File: src/logic/mips_macros.svh
`ifndef MIPS_MACROS_SVH
`define MIPS_MACROS_SVH

// data path and byte address width
`define MIPS_WORD 32

// register index width, 32 architectural registers
`define MIPS_REG_ADDR 5

// memory sizes in words
// both memories are indexed by byte address bits 9:2
`define MIPS_IMEM_DEPTH 256
`define MIPS_DMEM_DEPTH 256

// first fetch address after reset
`define MIPS_RESET_PC 32'h0000_0000

`endif
File: src/logic/mipsPkg.sv
`include "mips_macros.svh"

package mipsPkg;

    // primary opcode field, instr[31:26]
    typedef enum logic [5:0] {
        rType = 6'd0,
        j     = 6'd2,
        beq   = 6'd4,
        addi  = 6'd8,
        lw    = 6'd35,
        sw    = 6'd43,
        halt  = 6'd63
    } opcodeT;

    typedef enum logic [2:0] {
        aluAdd,
        aluSub,
        aluAnd,
        aluOr,
        aluSlt
    } aluOpT;

    // source of an execute operand
    typedef enum logic [1:0] {
        fwdNone,
        fwdExMem,
        fwdMemWb
    } fwdSelT;

    // decode controls, all zero for a bubble
    typedef struct packed {
        logic  regWrite;
        logic  memRead;
        logic  memWrite;
        logic  memToReg;
        logic  aluSrc;
        logic  regDst;
        logic  branch;
        logic  jump;
        logic  halt;
        logic  useFunct;
        aluOpT aluOp;
    } ctrlT;

    typedef struct packed {
        logic                  valid;
        logic [`MIPS_WORD-1:0] instr;
        logic [`MIPS_WORD-1:0] pcNext;
    } ifIdT;

    typedef struct packed {
        ctrlT                      ctrl;
        logic [`MIPS_WORD-1:0]     rsVal;
        logic [`MIPS_WORD-1:0]     rtVal;
        logic [`MIPS_WORD-1:0]     imm;
        logic [`MIPS_REG_ADDR-1:0] rs;
        logic [`MIPS_REG_ADDR-1:0] rt;
        logic [`MIPS_REG_ADDR-1:0] rd;
        logic [5:0]                funct;
        logic [`MIPS_WORD-1:0]     branchTarget;
        logic [`MIPS_WORD-1:0]     jumpTarget;
    } idExT;

    typedef struct packed {
        logic                      regWrite;
        logic                      memRead;
        logic                      memWrite;
        logic                      memToReg;
        logic                      branch;
        logic                      jump;
        logic                      halt;
        logic [`MIPS_WORD-1:0]     aluResult;
        logic                      zero;
        logic [`MIPS_WORD-1:0]     storeData;
        logic [`MIPS_REG_ADDR-1:0] dest;
        logic [`MIPS_WORD-1:0]     branchTarget;
        logic [`MIPS_WORD-1:0]     jumpTarget;
    } exMemT;

    typedef struct packed {
        logic                      regWrite;
        logic                      memToReg;
        logic                      halt;
        logic [`MIPS_WORD-1:0]     aluResult;
        logic [`MIPS_WORD-1:0]     loadData;
        logic [`MIPS_REG_ADDR-1:0] dest;
    } memWbT;

    typedef struct packed {
        logic                  valid;
        logic [`MIPS_WORD-1:0] addr;
        logic [`MIPS_WORD-1:0] data;
    } storeEventT;

endpackage

File: src/logic/executeStage.sv
`timescale 1ns/1ps
`include "mips_macros.svh"

module executeStage (
    input  logic                  clk,
    input  logic                  reset,
    input  logic                  flush,
    input  mipsPkg::idExT         idEx,
    input  mipsPkg::fwdSelT       fwdA,
    input  mipsPkg::fwdSelT       fwdB,
    input  logic [`MIPS_WORD-1:0] wbData,
    output mipsPkg::exMemT        exMem
);
    import mipsPkg::*;

    // R-type function codes
    localparam logic [5:0] functAdd = 6'h20;
    localparam logic [5:0] functSub = 6'h22;
    localparam logic [5:0] functAnd = 6'h24;
    localparam logic [5:0] functOr  = 6'h25;
    localparam logic [5:0] functSlt = 6'h2a;

    logic [`MIPS_WORD-1:0] opA;
    logic [`MIPS_WORD-1:0] rtFwd;
    logic [`MIPS_WORD-1:0] opB;
    logic [`MIPS_WORD-1:0] result;
    aluOpT                 aluOp;
    logic                  functOk;

    function automatic logic [`MIPS_WORD-1:0] pickOperand(
        input fwdSelT                sel,
        input logic [`MIPS_WORD-1:0] regVal,
        input logic [`MIPS_WORD-1:0] exVal,
        input logic [`MIPS_WORD-1:0] wbVal
    );
        case (sel)
            fwdExMem: return exVal;
            fwdMemWb: return wbVal;
            default:  return regVal;
        endcase
    endfunction

    assign opA   = pickOperand(fwdA, idEx.rsVal, exMem.aluResult, wbData);
    assign rtFwd = pickOperand(fwdB, idEx.rtVal, exMem.aluResult, wbData);
    assign opB   = idEx.ctrl.aluSrc ? idEx.imm : rtFwd;

    // ALU control
    always_comb begin
        aluOp   = idEx.ctrl.aluOp;
        functOk = 1'b1;
        if (idEx.ctrl.useFunct) begin
            case (idEx.funct)
                functAdd: aluOp = aluAdd;
                functSub: aluOp = aluSub;
                functAnd: aluOp = aluAnd;
                functOr:  aluOp = aluOr;
                functSlt: aluOp = aluSlt;
                default:  functOk = 1'b0;
            endcase
        end
    end

    always_comb begin
        case (aluOp)
            aluSub:  result = opA - opB;
            aluAnd:  result = opA & opB;
            aluOr:   result = opA | opB;
            aluSlt:  result = `MIPS_WORD'($signed(opA) < $signed(opB));
            default: result = opA + opB;
        endcase
    end

    always_ff @(posedge clk) begin
        if (reset || flush) begin
            exMem <= '0;
        end else begin
            exMem <= '{
                regWrite:     idEx.ctrl.regWrite,
                memRead:      idEx.ctrl.memRead,
                memWrite:     idEx.ctrl.memWrite,
                memToReg:     idEx.ctrl.memToReg,
                branch:       idEx.ctrl.branch,
                jump:         idEx.ctrl.jump,
                halt:         idEx.ctrl.halt,
                aluResult:    result,
                zero:         result == '0,
                // store data sees the same forwarding as operand B
                storeData:    rtFwd,
                dest:         idEx.ctrl.regDst ? idEx.rd : idEx.rt,
                branchTarget: idEx.branchTarget,
                jumpTarget:   idEx.jumpTarget
            };
        end
    end

    assert property (@(posedge clk) disable iff (reset) idEx.ctrl.useFunct |-> functOk)
        else $error("R-type with unsupported funct %h", idEx.funct);

endmodule

File: config.mk
export PLATFORM = sky130hd
export DESIGN_NAME = executeStage
export DESIGN_NICKNAME = d
export VERILOG_FILES = /design/src/logic/mipsPkg.sv /design/src/logic/executeStage.sv
export VERILOG_INCLUDE_DIRS = /design/src /design/src/logic
export SDC_FILE = /design/constraint.sdc
export NUM_CORES = 1
export LEC_CHECK = 0
export ABC_AREA = 1
export BUFFER_PORTS_ARGS = -buffer_cell sky130_fd_sc_hd__buf_2
export CORE_MARGIN = 1
export CORE_UTILIZATION = 31
export CTS_BUF_LIST = sky130_fd_sc_hd__clkbuf_2
export DETAILED_ROUTE_END_ITERATION = 16
export PLACE_DENSITY = 0.65
export SLEW_MARGIN = 20
export SYNTH_ARGS = -nofsm -noshare
export SYNTH_HDL_FRONTEND = slang
export SYNTH_SLANG_ARGS = --single-unit
File: constraint.sdc
create_clock -name clk -period 4 [get_ports clk]
set_input_delay 0.2 -clock clk [delete_from_list [all_inputs] [get_ports clk]]
set_output_delay 0.2 -clock clk [all_outputs]
set_load 0.05 [all_outputs]
Yosys cells after proc, flatten, opt, wreduce, memory -nomap -nowiden --
Index checks and enable logic that the tools add are counted.
Storage, ports and cells: flip-flop bits (word level) 141, bits of input ports 233, output and inout bits 141, logic and storage cells 40
Operators by class: $add $sub $neg 2, order comparisons 1, equality and inequality tests 13, mux-type cells 7, bitwise operators 2, reduce and logical (&&, ||, !) cells 2
Operator list (count):
- 32-bit one-hot mux with 2 select lines | 2
- 32-bit one-hot mux with 4 select lines | 1
- 32-bit adder | 1
- 32-bit bitwise AND | 1
- 32-bit logical NOT | 1
- 32-bit < comparator | 1
- 32-bit 2-to-1 mux | 1
- 32-bit bitwise OR | 1
- 32-bit subtractor | 1
- 6-bit equality test (second input constant) | 5
- 3-bit one-hot mux with 5 select lines | 1
- 3-bit by 2-bit equality test with 1-bit output (second input constant) | 2
- 5-bit 2-to-1 mux | 1
- 2-bit by 1-bit equality test with 1-bit output (second input constant) | 2
- 2-bit equality test (second input constant) | 2
- 3-bit by 1-bit equality test with 1-bit output (second input constant) | 1
- 3-bit equality test (second input constant) | 1
- 3-bit 2-to-1 mux | 1
- 1-bit logical OR | 1

Depth between registers and ports, before layout --
Gate-level depths: netlist of the first run.
depth in word-level cells 6, depth in mapped cells 29, depth with buffers taken out 27

Least setup slack after synthesis of the first run --
OpenSTA, ideal clock, no wires.
kind input-to-reg, start input port fwdB[0], end register exMem[101] (netlist bit), setup time 0.064 ns, data arrival time 3.206 ns, data required time 3.936 ns, setup slack 0.731 ns, cell stages on the path 23, path buffers 2, path through inv_1 -> ha_1 -> clkbuf_1 -> clkbuf_1 -> a221o_1 -> o21ai_0 -> nand2_1 -> o21ai_0 -> ha_1 -> inv_1 -> nand2_1 -> nor2_1 -> nand4_1 -> or2_2 -> nand3_1 -> xor2_1 -> nand2_1 -> nand2_1 -> nor2_1 -> nand2_1 -> nor2_1 -> nand3_1 -> nor2_1
Between the ends: cells in the longest elaborated chain, start to end 6, elaborated cells between the ends (all ways) 11, classes of those cells 2 x add/sub; 1 x order compare; 2 x eq/ne; 3 x mux; 2 x bitwise; 1 x reduce/logical
RTL lines:
- from (decl) | RTL line executeStage.sv:10 | input mipsPkg::fwdSelT fwdB,
- 2-bit equality test / 2-bit by 1-bit equality test with 1-bit output (equally long branches) | RTL line executeStage.sv:36 | case (sel)
- 32-bit one-hot mux with 2 select lines (*) | RTL line executeStage.sv:36
- 32-bit 2-to-1 mux (*) | RTL line executeStage.sv:45 | assign opB = idEx.ctrl.aluSrc ? idEx.imm : rtFwd;
- 32-bit adder, or another cell as far along | RTL line executeStage.sv:69 | default: result = opA + opB;
- 32-bit one-hot mux with 4 select lines (*) | RTL line executeStage.sv:64 | case (aluOp)
- 32-bit logical NOT (*) | RTL line executeStage.sv:86 | zero: result == '0,
- to (signal assigned) | RTL line executeStage.sv:77 | exMem <= '{
- to (decl) | RTL line executeStage.sv:12 | output mipsPkg::exMemT exMem
Mark *: on every way between the ends. The rest lies on a longest branch, timed or not. A chain may end at the register's enable or synchronous reset.

Worst setup path in the final report of the first run --
start register exMem[102] (netlist bit), end register exMem[101] (netlist bit)
Between the ends: cells in the longest elaborated chain, start to end 5, elaborated cells between the ends (all ways) 10, classes of those cells 2 x add/sub; 1 x order compare; 4 x mux; 2 x bitwise; 1 x reduce/logical
RTL lines (RTL line):
- 32-bit one-hot mux with 2 select lines | executeStage.sv:36
- 32-bit 2-to-1 mux | executeStage.sv:45
- 32-bit adder, or another cell as far along | executeStage.sv:69
- 32-bit one-hot mux with 4 select lines (*) | executeStage.sv:64
- 32-bit logical NOT (*) | executeStage.sv:86
Marks and branches as above.

==> out/results.tsv, run 1 <==
stage	metric	value	unit
outcome	status	completed	
clocking	clk_pin_slew	0.26	ns
synthesis	avgSynthCellArea	6.11	sq um
final_layout	largest-register	exMem	
critical_path	cp_slowest_cell	fa_1	
timing	fin_crit_sh	94.6	%
timing	finalCriticalPeriod	3.78	ns
routing	post-route-drc-count	0	
grt	overflow	0	
routing	ant_nets	0	
power	power	6.72	mW
final_layout	drive_above_1_share	30.3	%
clocking	cts_root_buffer	clkbuf_2	
critical_path	worstPathArrival	4.50	ns
final_layout	final_nets	3082	
clocking	htreeDepth	4	
synthesis	synth_ff_type	dfxtp_1	
final_layout	syn_to_final_growth	59.9	%
placed_design	hpwl	50700	um
timing	fin_hold_ws	0.0591	ns
timing	slew_headroom	43.1	%
critical_path	path_buf_inv	2	
routing	firstDrtPassIters	6	
final_layout	largest_register_ffs	141	
min_path	hold_class	primary input to register	
timing	rsz0062_at_grt	no	
critical_path	crit_type	register to register	
grt	grt_pass1_wl	89400	um
critical_path	crit_chain	a221o_1, o21ai_0, o21ai_1, buf_4, ha_1, fa_1, nand2_1, nand3_1, nand3_1, nand2_1, nand4_1, nand3_1, a21oi_1, xor2_1, nand2_1, nand2_1, nor2_2, buf_4, nand3_1, nor2_1	
placed_design	dp_slack	-0.231	ns
grt	grt_pass1_vias	15500	
timing	tightest_slew	0.844	ns
run	cap_violations	0	
grt	grt_max_degree	74	
final_layout	top_regs	exMem (141)	
placed_design	placed_area	16800	sq um
power	leakage	10.6	nW
timing	fmax	264	MHz
critical_path	cp_max_fo	3	
synthesis	async_flop_share	0	%
clocking	clock_sinks	141	
clocking	clk_path_buf_depth	2	
critical_path	cp.required	4.72	ns
synthesis	syn_area	11600	sq um
grt	track_usage	31.4	%
critical_path	startpoint_type	register	
synthesis	synth_cell_types	38	
clocking	cts_tree	built	
timing	finalMaxSlewViolations	0	
critical_path	max_stage_delay	0.50	ns
final_layout	fin_cells	3246	
synthesis	synth-warning-count	0	
floorplanning	die_h	195	um
timing	final.setup_skew	0.0428	ns
synthesis	synth_edf_count	0	
timing	tns	0	ns
power	ir_drop	0.177	mV
timing	setup_violations	0	
placed_design	port_buffers	368	
floorplanning	io_pins	374	
clocking	cts_buffers	17	
floorplanning	core	36700	sq um
floorplanning	initial_core_util	31.6	%
final_layout	final_util	50.5	%
placed_design	place_inst	3058	
grt	grt_antenna_before_repair	19	
timing	hold_viol_final	0	
synthesis	syn-num-nets	2231	
routing	drt-total-wl	61300	um
final_layout	final_area	18500	sq um
floorplanning	num_rows	70	
synthesis	ys_seq_elements	141	
power	power_density	363	nW/um^2
placed_design	gp_congestion	1.02	
floorplanning	die_area	38100	sq um
routing	viasPerCell	4.90	
clocking	clk_latency	0.77	ns
timing	fin_ws	0.216	ns
critical_path	endpoint_kind	register	
synthesis	synth-seq-area-share	24.4	%
routing	drt_iter0_markers	1438	
critical_path	cpLargestDelayFamily	simple AND/OR/NAND/NOR gates	
synthesis	postSynthCellCount	1896	
routing	wl_per_cell	18.9	um
floorplanning	die_w	195	um
routing	vias	15900	
[routing by layer]
layer  track usage, %  part of all wire [%]  vias to the layer above
met2             54.3                    48                      671
met4             12.0                   3.3                        2
met1             39.4                    43                     7421
met3             4.06                   6.3                      105
li1                 -                     -                     7709
met5                0                 0.021                        -
[worst reg2reg max path, stage by stage (launching register included)]
cell	delay (ns)
dfxtp_2	0.39
a221o_1	0.35
o21ai_0	0.18
o21ai_1	0.17
buf_4	0.16
ha_1	0.23
fa_1	0.50
nand2_1	0.10
nand3_1	0.11
nand3_1	0.10
nand2_1	0.08
nand4_1	0.16
nand3_1	0.18
a21oi_1	0.22
xor2_1	0.10
nand2_1	0.08
nand2_1	0.07
nor2_2	0.21
buf_4	0.17
nand3_1	0.07
nor2_1	0.10
[cells in the mapped netlist, drive strengths merged, types with 10 or more instances]
cell / number / share of area, %
buf: 23 / 1.1
nor3: 10 / 0.43
a21oi: 87 / 3.8
ha: 100 / 11
dfxtp: 141 / 24
nand4: 20 / 1.1
nand2: 425 / 14
inv: 348 / 11
nand3: 126 / 5.5
xor2: 27 / 2.0
clkbuf: 48 / 1.6
o21ai: 146 / 6.3
nor2: 299 / 9.8
a221o: 64 / 5.5
[what timing repair did]
item / CTS / global route
gates resized for setup: 0 / 21
hold endpoints to repair: 110 / 0
endpoints found under the setup margin: 0 / 1
setup buffers: 0 / 2
hold buffers: 136 / 0
[worst paths after layout]
path | slack, ns | from | cells past startpoint | endpoint
setup / recovery | 0.22 | exMem[102] | 20 | exMem[101]
hold / removal | 0.06 | wbData[19] | 5 | exMem[88]
setup reg to reg | 0.22 | exMem[102] | 20 | exMem[101]
hold reg to reg | 0.95 | exMem[121] | 4 | exMem[88]
[layout make-up]
class / count / area, sq um
antenna: 18 / 45.0
clock inverter: 15 / 158
inverter: 348 / 1310
timing repair buffer: 903 / 6320
sequential: 141 / 2830
multi-input combinational: 1336 / 7180
fill: 3735 / 18200
clock buffer: 17 / 85.1
tap: 468 / 586
[logic make-up (layout without fill, tap and decap cells)]
| logic type | after synthesis | after routing | share of synthesized area [%] |
|---|---|---|---|
| and+or+nand+nor | 894 | 894 | 31.7 |
| buffers and inverters | 419 | 1283 | 14.0 |
| AOI/OAI and AO/OA | 308 | 308 | 16.4 |
| DFF | 141 | 141 | 24.4 |
| adders and majority gates | 102 | 102 | 11.1 |
| xor gates and xnor gates | 32 | 32 | 2.42 |
| other | 0 | 18 | 0 |
[placed cells by master, fill, tap and decap left out, types with 2 or more instances in the layout]
| cell type | instances |
|---|---|
| buf_12 | 10 |
| nand4_1 | 20 |
| inv_2 | 3 |
| inv_1 | 344 |
| and2_1 | 2 |
| dfxtp_2 | 3 |
| ha_2 | 6 |
| or2_0 | 2 |
| nor3_1 | 10 |
| o21ai_1 | 8 |
| nor2_2 | 5 |
| a21oi_1 | 86 |
| inv_6 | 4 |
| inv_8 | 3 |
| nand2_2 | 4 |
| nor4_1 | 2 |
| nand2_1 | 418 |
| o22ai_1 | 2 |
| nand2_4 | 3 |
| nor2_1 | 293 |
| buf_4 | 389 |
| dfxtp_1 | 138 |
| nand3_2 | 2 |
| clkbuf_2 | 17 |
| o21ai_2 | 4 |
| diode_2 | 18 |
| buf_2 | 368 |
| dlygate4sd3_1 | 136 |
| nand3b_1 | 5 |
| o21ai_0 | 134 |
| xnor2_1 | 5 |
| clkinv_4 | 3 |
| ha_1 | 94 |
| nand3_1 | 124 |
| a221o_1 | 64 |
| o21bai_1 | 5 |
| or2_2 | 3 |
| xor2_1 | 27 |
[power by group]
group	total [mW]	internal [mW]	leakage, nW	switching (mW)
clock network	0.866	0.252	0.146	0.615
logic	4.31	1.84	9.32	2.46
registers	1.55	1.49	1.16	0.0549
total	6.72	3.59	10.6	3.13
Note: power is estimated with default switching activity, not from simulation.
==> inputs of run 2 (changes only) <==
--- a/config.mk
+++ b/config.mk
@@ -6,13 +6,13 @@
 export SDC_FILE = /design/constraint.sdc
 export NUM_CORES = 1
 export LEC_CHECK = 0
-export ABC_AREA = 1
+export ABC_AREA = 0
 export BUFFER_PORTS_ARGS = -buffer_cell sky130_fd_sc_hd__buf_2
 export CORE_MARGIN = 1
 export CORE_UTILIZATION = 31
 export CTS_BUF_LIST = sky130_fd_sc_hd__clkbuf_2
 export DETAILED_ROUTE_END_ITERATION = 16
-export PLACE_DENSITY = 0.65
+export PLACE_DENSITY = 0.66
 export SLEW_MARGIN = 20
 export SYNTH_ARGS = -nofsm -noshare
 export SYNTH_HDL_FRONTEND = slang
==> run 2 against run 1 <==
Net effect: the flow now finishes with violations (setup timing); sequential share of layout area is 0.20 points higher; sequential power barely moved; total power is 11% lower; critical path depth shrank 2.
==> out/results.tsv, run 2 <==
stage	metric	value	unit	change
run	cap_violations	0		unchanged
placed_design	hpwl	43000	um	-15%
floorplanning	initial_core_util	31.9	%	+0.30 points
synthesis	ys_seq_elements	141		unchanged
synthesis	postSynthCellCount	1443		-24%
synthesis	synth_area_leaders	dfxtp_1 26%, ha_1 12%, nor2_1 5.8%, a21oi_1 4.9%, a22oi_1 4.7%		
synthesis	synth_ff_type	dfxtp_1		
critical_path	crit_type	register to register		
power	leakage	8.97	nW	-16%
synthesis	synthMostInstantiatedCell	nor2_1		
final_layout	largest_register_ffs	141		unchanged
routing	drt_iter0_markers	1100		-24%
clocking	cts_buffers	17		unchanged
final_layout	fin_cells	2754		-15%
synthesis	synth-warning-count	0		unchanged
clocking	clk_path_buf_depth	2		unchanged
floorplanning	core	33900	sq um	-7.7%
clocking	htreeDepth	4		unchanged
routing	vias	14400		-9.3%
placed_design	placed_area	15900	sq um	-5.5%
final_layout	top_regs	exMem (141)		
critical_path	critPathLaunch	exMem[102]		
timing	tightest_slew	1.10	ns	+0.256 ns
final_layout	layout_commonest_cell	buf_4		
final_layout	final_util	54.2	%	+3.7 points
power	ir_drop	0.222	mV	+25%
power	power	5.95	mW	-11%
critical_path	worstReg2RegStart	exMem[102]		
timing	final.setup_skew	0.0638	ns	+0.0211 ns
synthesis	yosysTopAreaCell	dfxtp_1		
clocking	cts_tree	built		
critical_path	r2r_end	exMem[101]		
floorplanning	num_rows	67		-4.3%
floorplanning	die_w	189	um	-3.5%
final_layout	layout_common_cells	406 x buf_4, 368 x buf_2, 161 x nor2_1		
min_path	worst_hold_path.num_cells	6		+1
placed_design	place_inst	2561		-16%
timing	fin_crit_sh	101	%	+6.8 points
routing	wl_per_cell	20.2	um	+6.9%
critical_path	regToRegSetupSlack	-0.06	ns	-0.27 ns
critical_path	cp.required	4.72	ns	about the same
synthesis	synth_edf_count	0		unchanged
grt	grt_antenna_before_repair	6		-13
routing	drt-total-wl	55600	um	-9.3%
synthesis	synth_top_cells_by_count	167 x nor2_1, 141 x dfxtp_1, 122 x nand2_1		
final_layout	largest-register	exMem		
synthesis	syn_area	10800	sq um	-6.8%
final_layout	final_area	18400	sq um	-0.89%
timing	rsz0062_at_grt	yes		
timing	fin_ws	-0.0554	ns	-0.271 ns
power	power_density	324	nW/um^2	-11%
outcome	violations	setup timing		
final_layout	drive_above_1_share	41.4	%	+11 points
final_layout	syn_to_final_growth	70.1	%	
grt	grt_pass1_wl	83300	um	-6.8%
clocking	clk_latency	0.77	ns	about the same
routing	post-route-drc-count	0		unchanged
placed_design	port_buffers	368		unchanged
synthesis	synth_top_area_share	26.2	%	+1.8 points
routing	viasPerCell	5.24		+6.9%
min_path	hold_class	primary input to register		
timing	fmax	247	MHz	-6.7%
placed_design	gp_congestion	1.01		-1.1%
timing	finalMaxSlewViolations	0		unchanged
timing	slew_headroom	26.2	%	-17 points
grt	overflow	0		unchanged
critical_path	cp-endpoint	exMem[101]		
grt	track_usage	30.2	%	-1.2 points
critical_path	worstPathArrival	4.77	ns	+0.27 ns
timing	setup_violations	1		+1
critical_path	startpoint_type	register		
floorplanning	io_pins	374		unchanged
routing	firstDrtPassIters	5		-1
synthesis	syn-num-nets	1778		-20%
floorplanning	die_h	189	um	-3.5%
critical_path	reg2reg_depth	18		-10%
critical_path	cp_max_fo	3		unchanged
floorplanning	die_area	35600	sq um	-6.8%
clocking	clock_sinks	141		unchanged
outcome	status	finished, violations left		
synthesis	avgSynthCellArea	7.48	sq um	+22%
timing	hold_viol_final	0		unchanged
synthesis	synth-seq-area-share	26.2	%	+1.8 points
clocking	cts_root_buffer	clkbuf_2		
routing	ant_nets	0		unchanged
timing	finalCriticalPeriod	4.06	ns	+0.271 ns
synthesis	async_flop_share	0	%	unchanged
timing	fin_hold_ws	0.0720	ns	+0.0129 ns
critical_path	endpoint_kind	register		
synthesis	synth_cell_types	79		+110%
grt	grt_max_degree	65		-12%
final_layout	final_nets	2629		-15%
grt	grt_pass1_vias	14500		-6.3%
clocking	clk_pin_slew	0.27	ns	about the same
run 2: worst min path at each step:
| stage | from | end | slack, ns |
|---|---|---|---|
| final | wbData[31] | exMem[100] | 0.07 |
| after global placement | idEx[42] | exMem[42] | 0.40 |
| after floorplan | idEx[0] | exMem[0] | 0.32 |
| after CTS | wbData[19] | exMem[88] | 0.02 |
| after global routing | wbData[2] | exMem[71] | 0.03 |
| after detailed placement | idEx[27] | exMem[27] | 0.40 |
run 2: cells by family (layout without fill, tap and decap cells):
kind of cell | Yosys count | count (layout) | share of synthesized area [%]
compound gates | 474 | 474 | 29.8
fa+ha+maj | 102 | 102 | 12.0
buf+inv | 195 | 1056 | 7.07
other cells | 0 | 2 | 0
flops | 141 | 141 | 26.2
xor+xnor | 14 | 14 | 1.14
mux | 11 | 11 | 1.03
simple gates | 506 | 506 | 22.9
run 2: area by class of cell:
class / count / area [sq um]
sequential: 141 / 2840
timing repair buffer: 923 / 6440
clock inverter: 12 / 149
clock buffer: 17 / 85.1
fill: 3118 / 15500
inverter: 104 / 395
antenna: 2 / 5.00
tap: 448 / 561
multi-input combinational: 1107 / 7880
run 2: routing by layer:
metal	track usage, %	share of wire (%)	vias up
met5	0	0.070	-
met4	11.2	3.9	6
met3	5.68	6.4	146
met2	52.7	49	655
met1	36.5	41	6785
li1	-	-	6842
run 2: timing repair:
action                     4_1_cts  5_1_grt
hold buffers                   136        0
hold endpoints to repair       116        0
setup endpoints to repair       10       10
buffers inserted                20        8
gates resized for setup         73       91
pin swaps                       27       39
run 2: critical path, cell delays in order (launching register included):
cell and delay, ns:
dfxtp_2 0.40, a22oi_2 0.06, nor2_1 0.16, a21oi_2 0.06, o21ai_2 0.27, ha_1 0.26, buf_4 0.15, a211oi_2 0.07
buf_4 0.15, o31ai_4 0.31, a211oi_2 0.13, o41a_1 0.35, a221o_1 0.31, a221o_1 0.40, a2111oi_2 0.23, nand4_1 0.19
nor3_2 0.26, nand4_1 0.13, nor4_2 0.14
run 2: stage by stage:
| step | setup TNS (ns) | setup WS [ns] |
|---|---|---|
| floorplan | 0 | 0.00564 |
| global placement | -6.46 | -0.951 |
| detailed placement | -7.10 | -0.969 |
| CTS | -0.0531 | -0.0531 |
| global route | -0.532 | -0.281 |
| finish | -0.0554 | -0.0554 |
run 2: power by group:
part           total [mW]  internal, mW  switching (mW)
Combinational        3.52          1.61            1.91
Clock               0.907         0.335           0.572
Sequential           1.53          1.48          0.0466
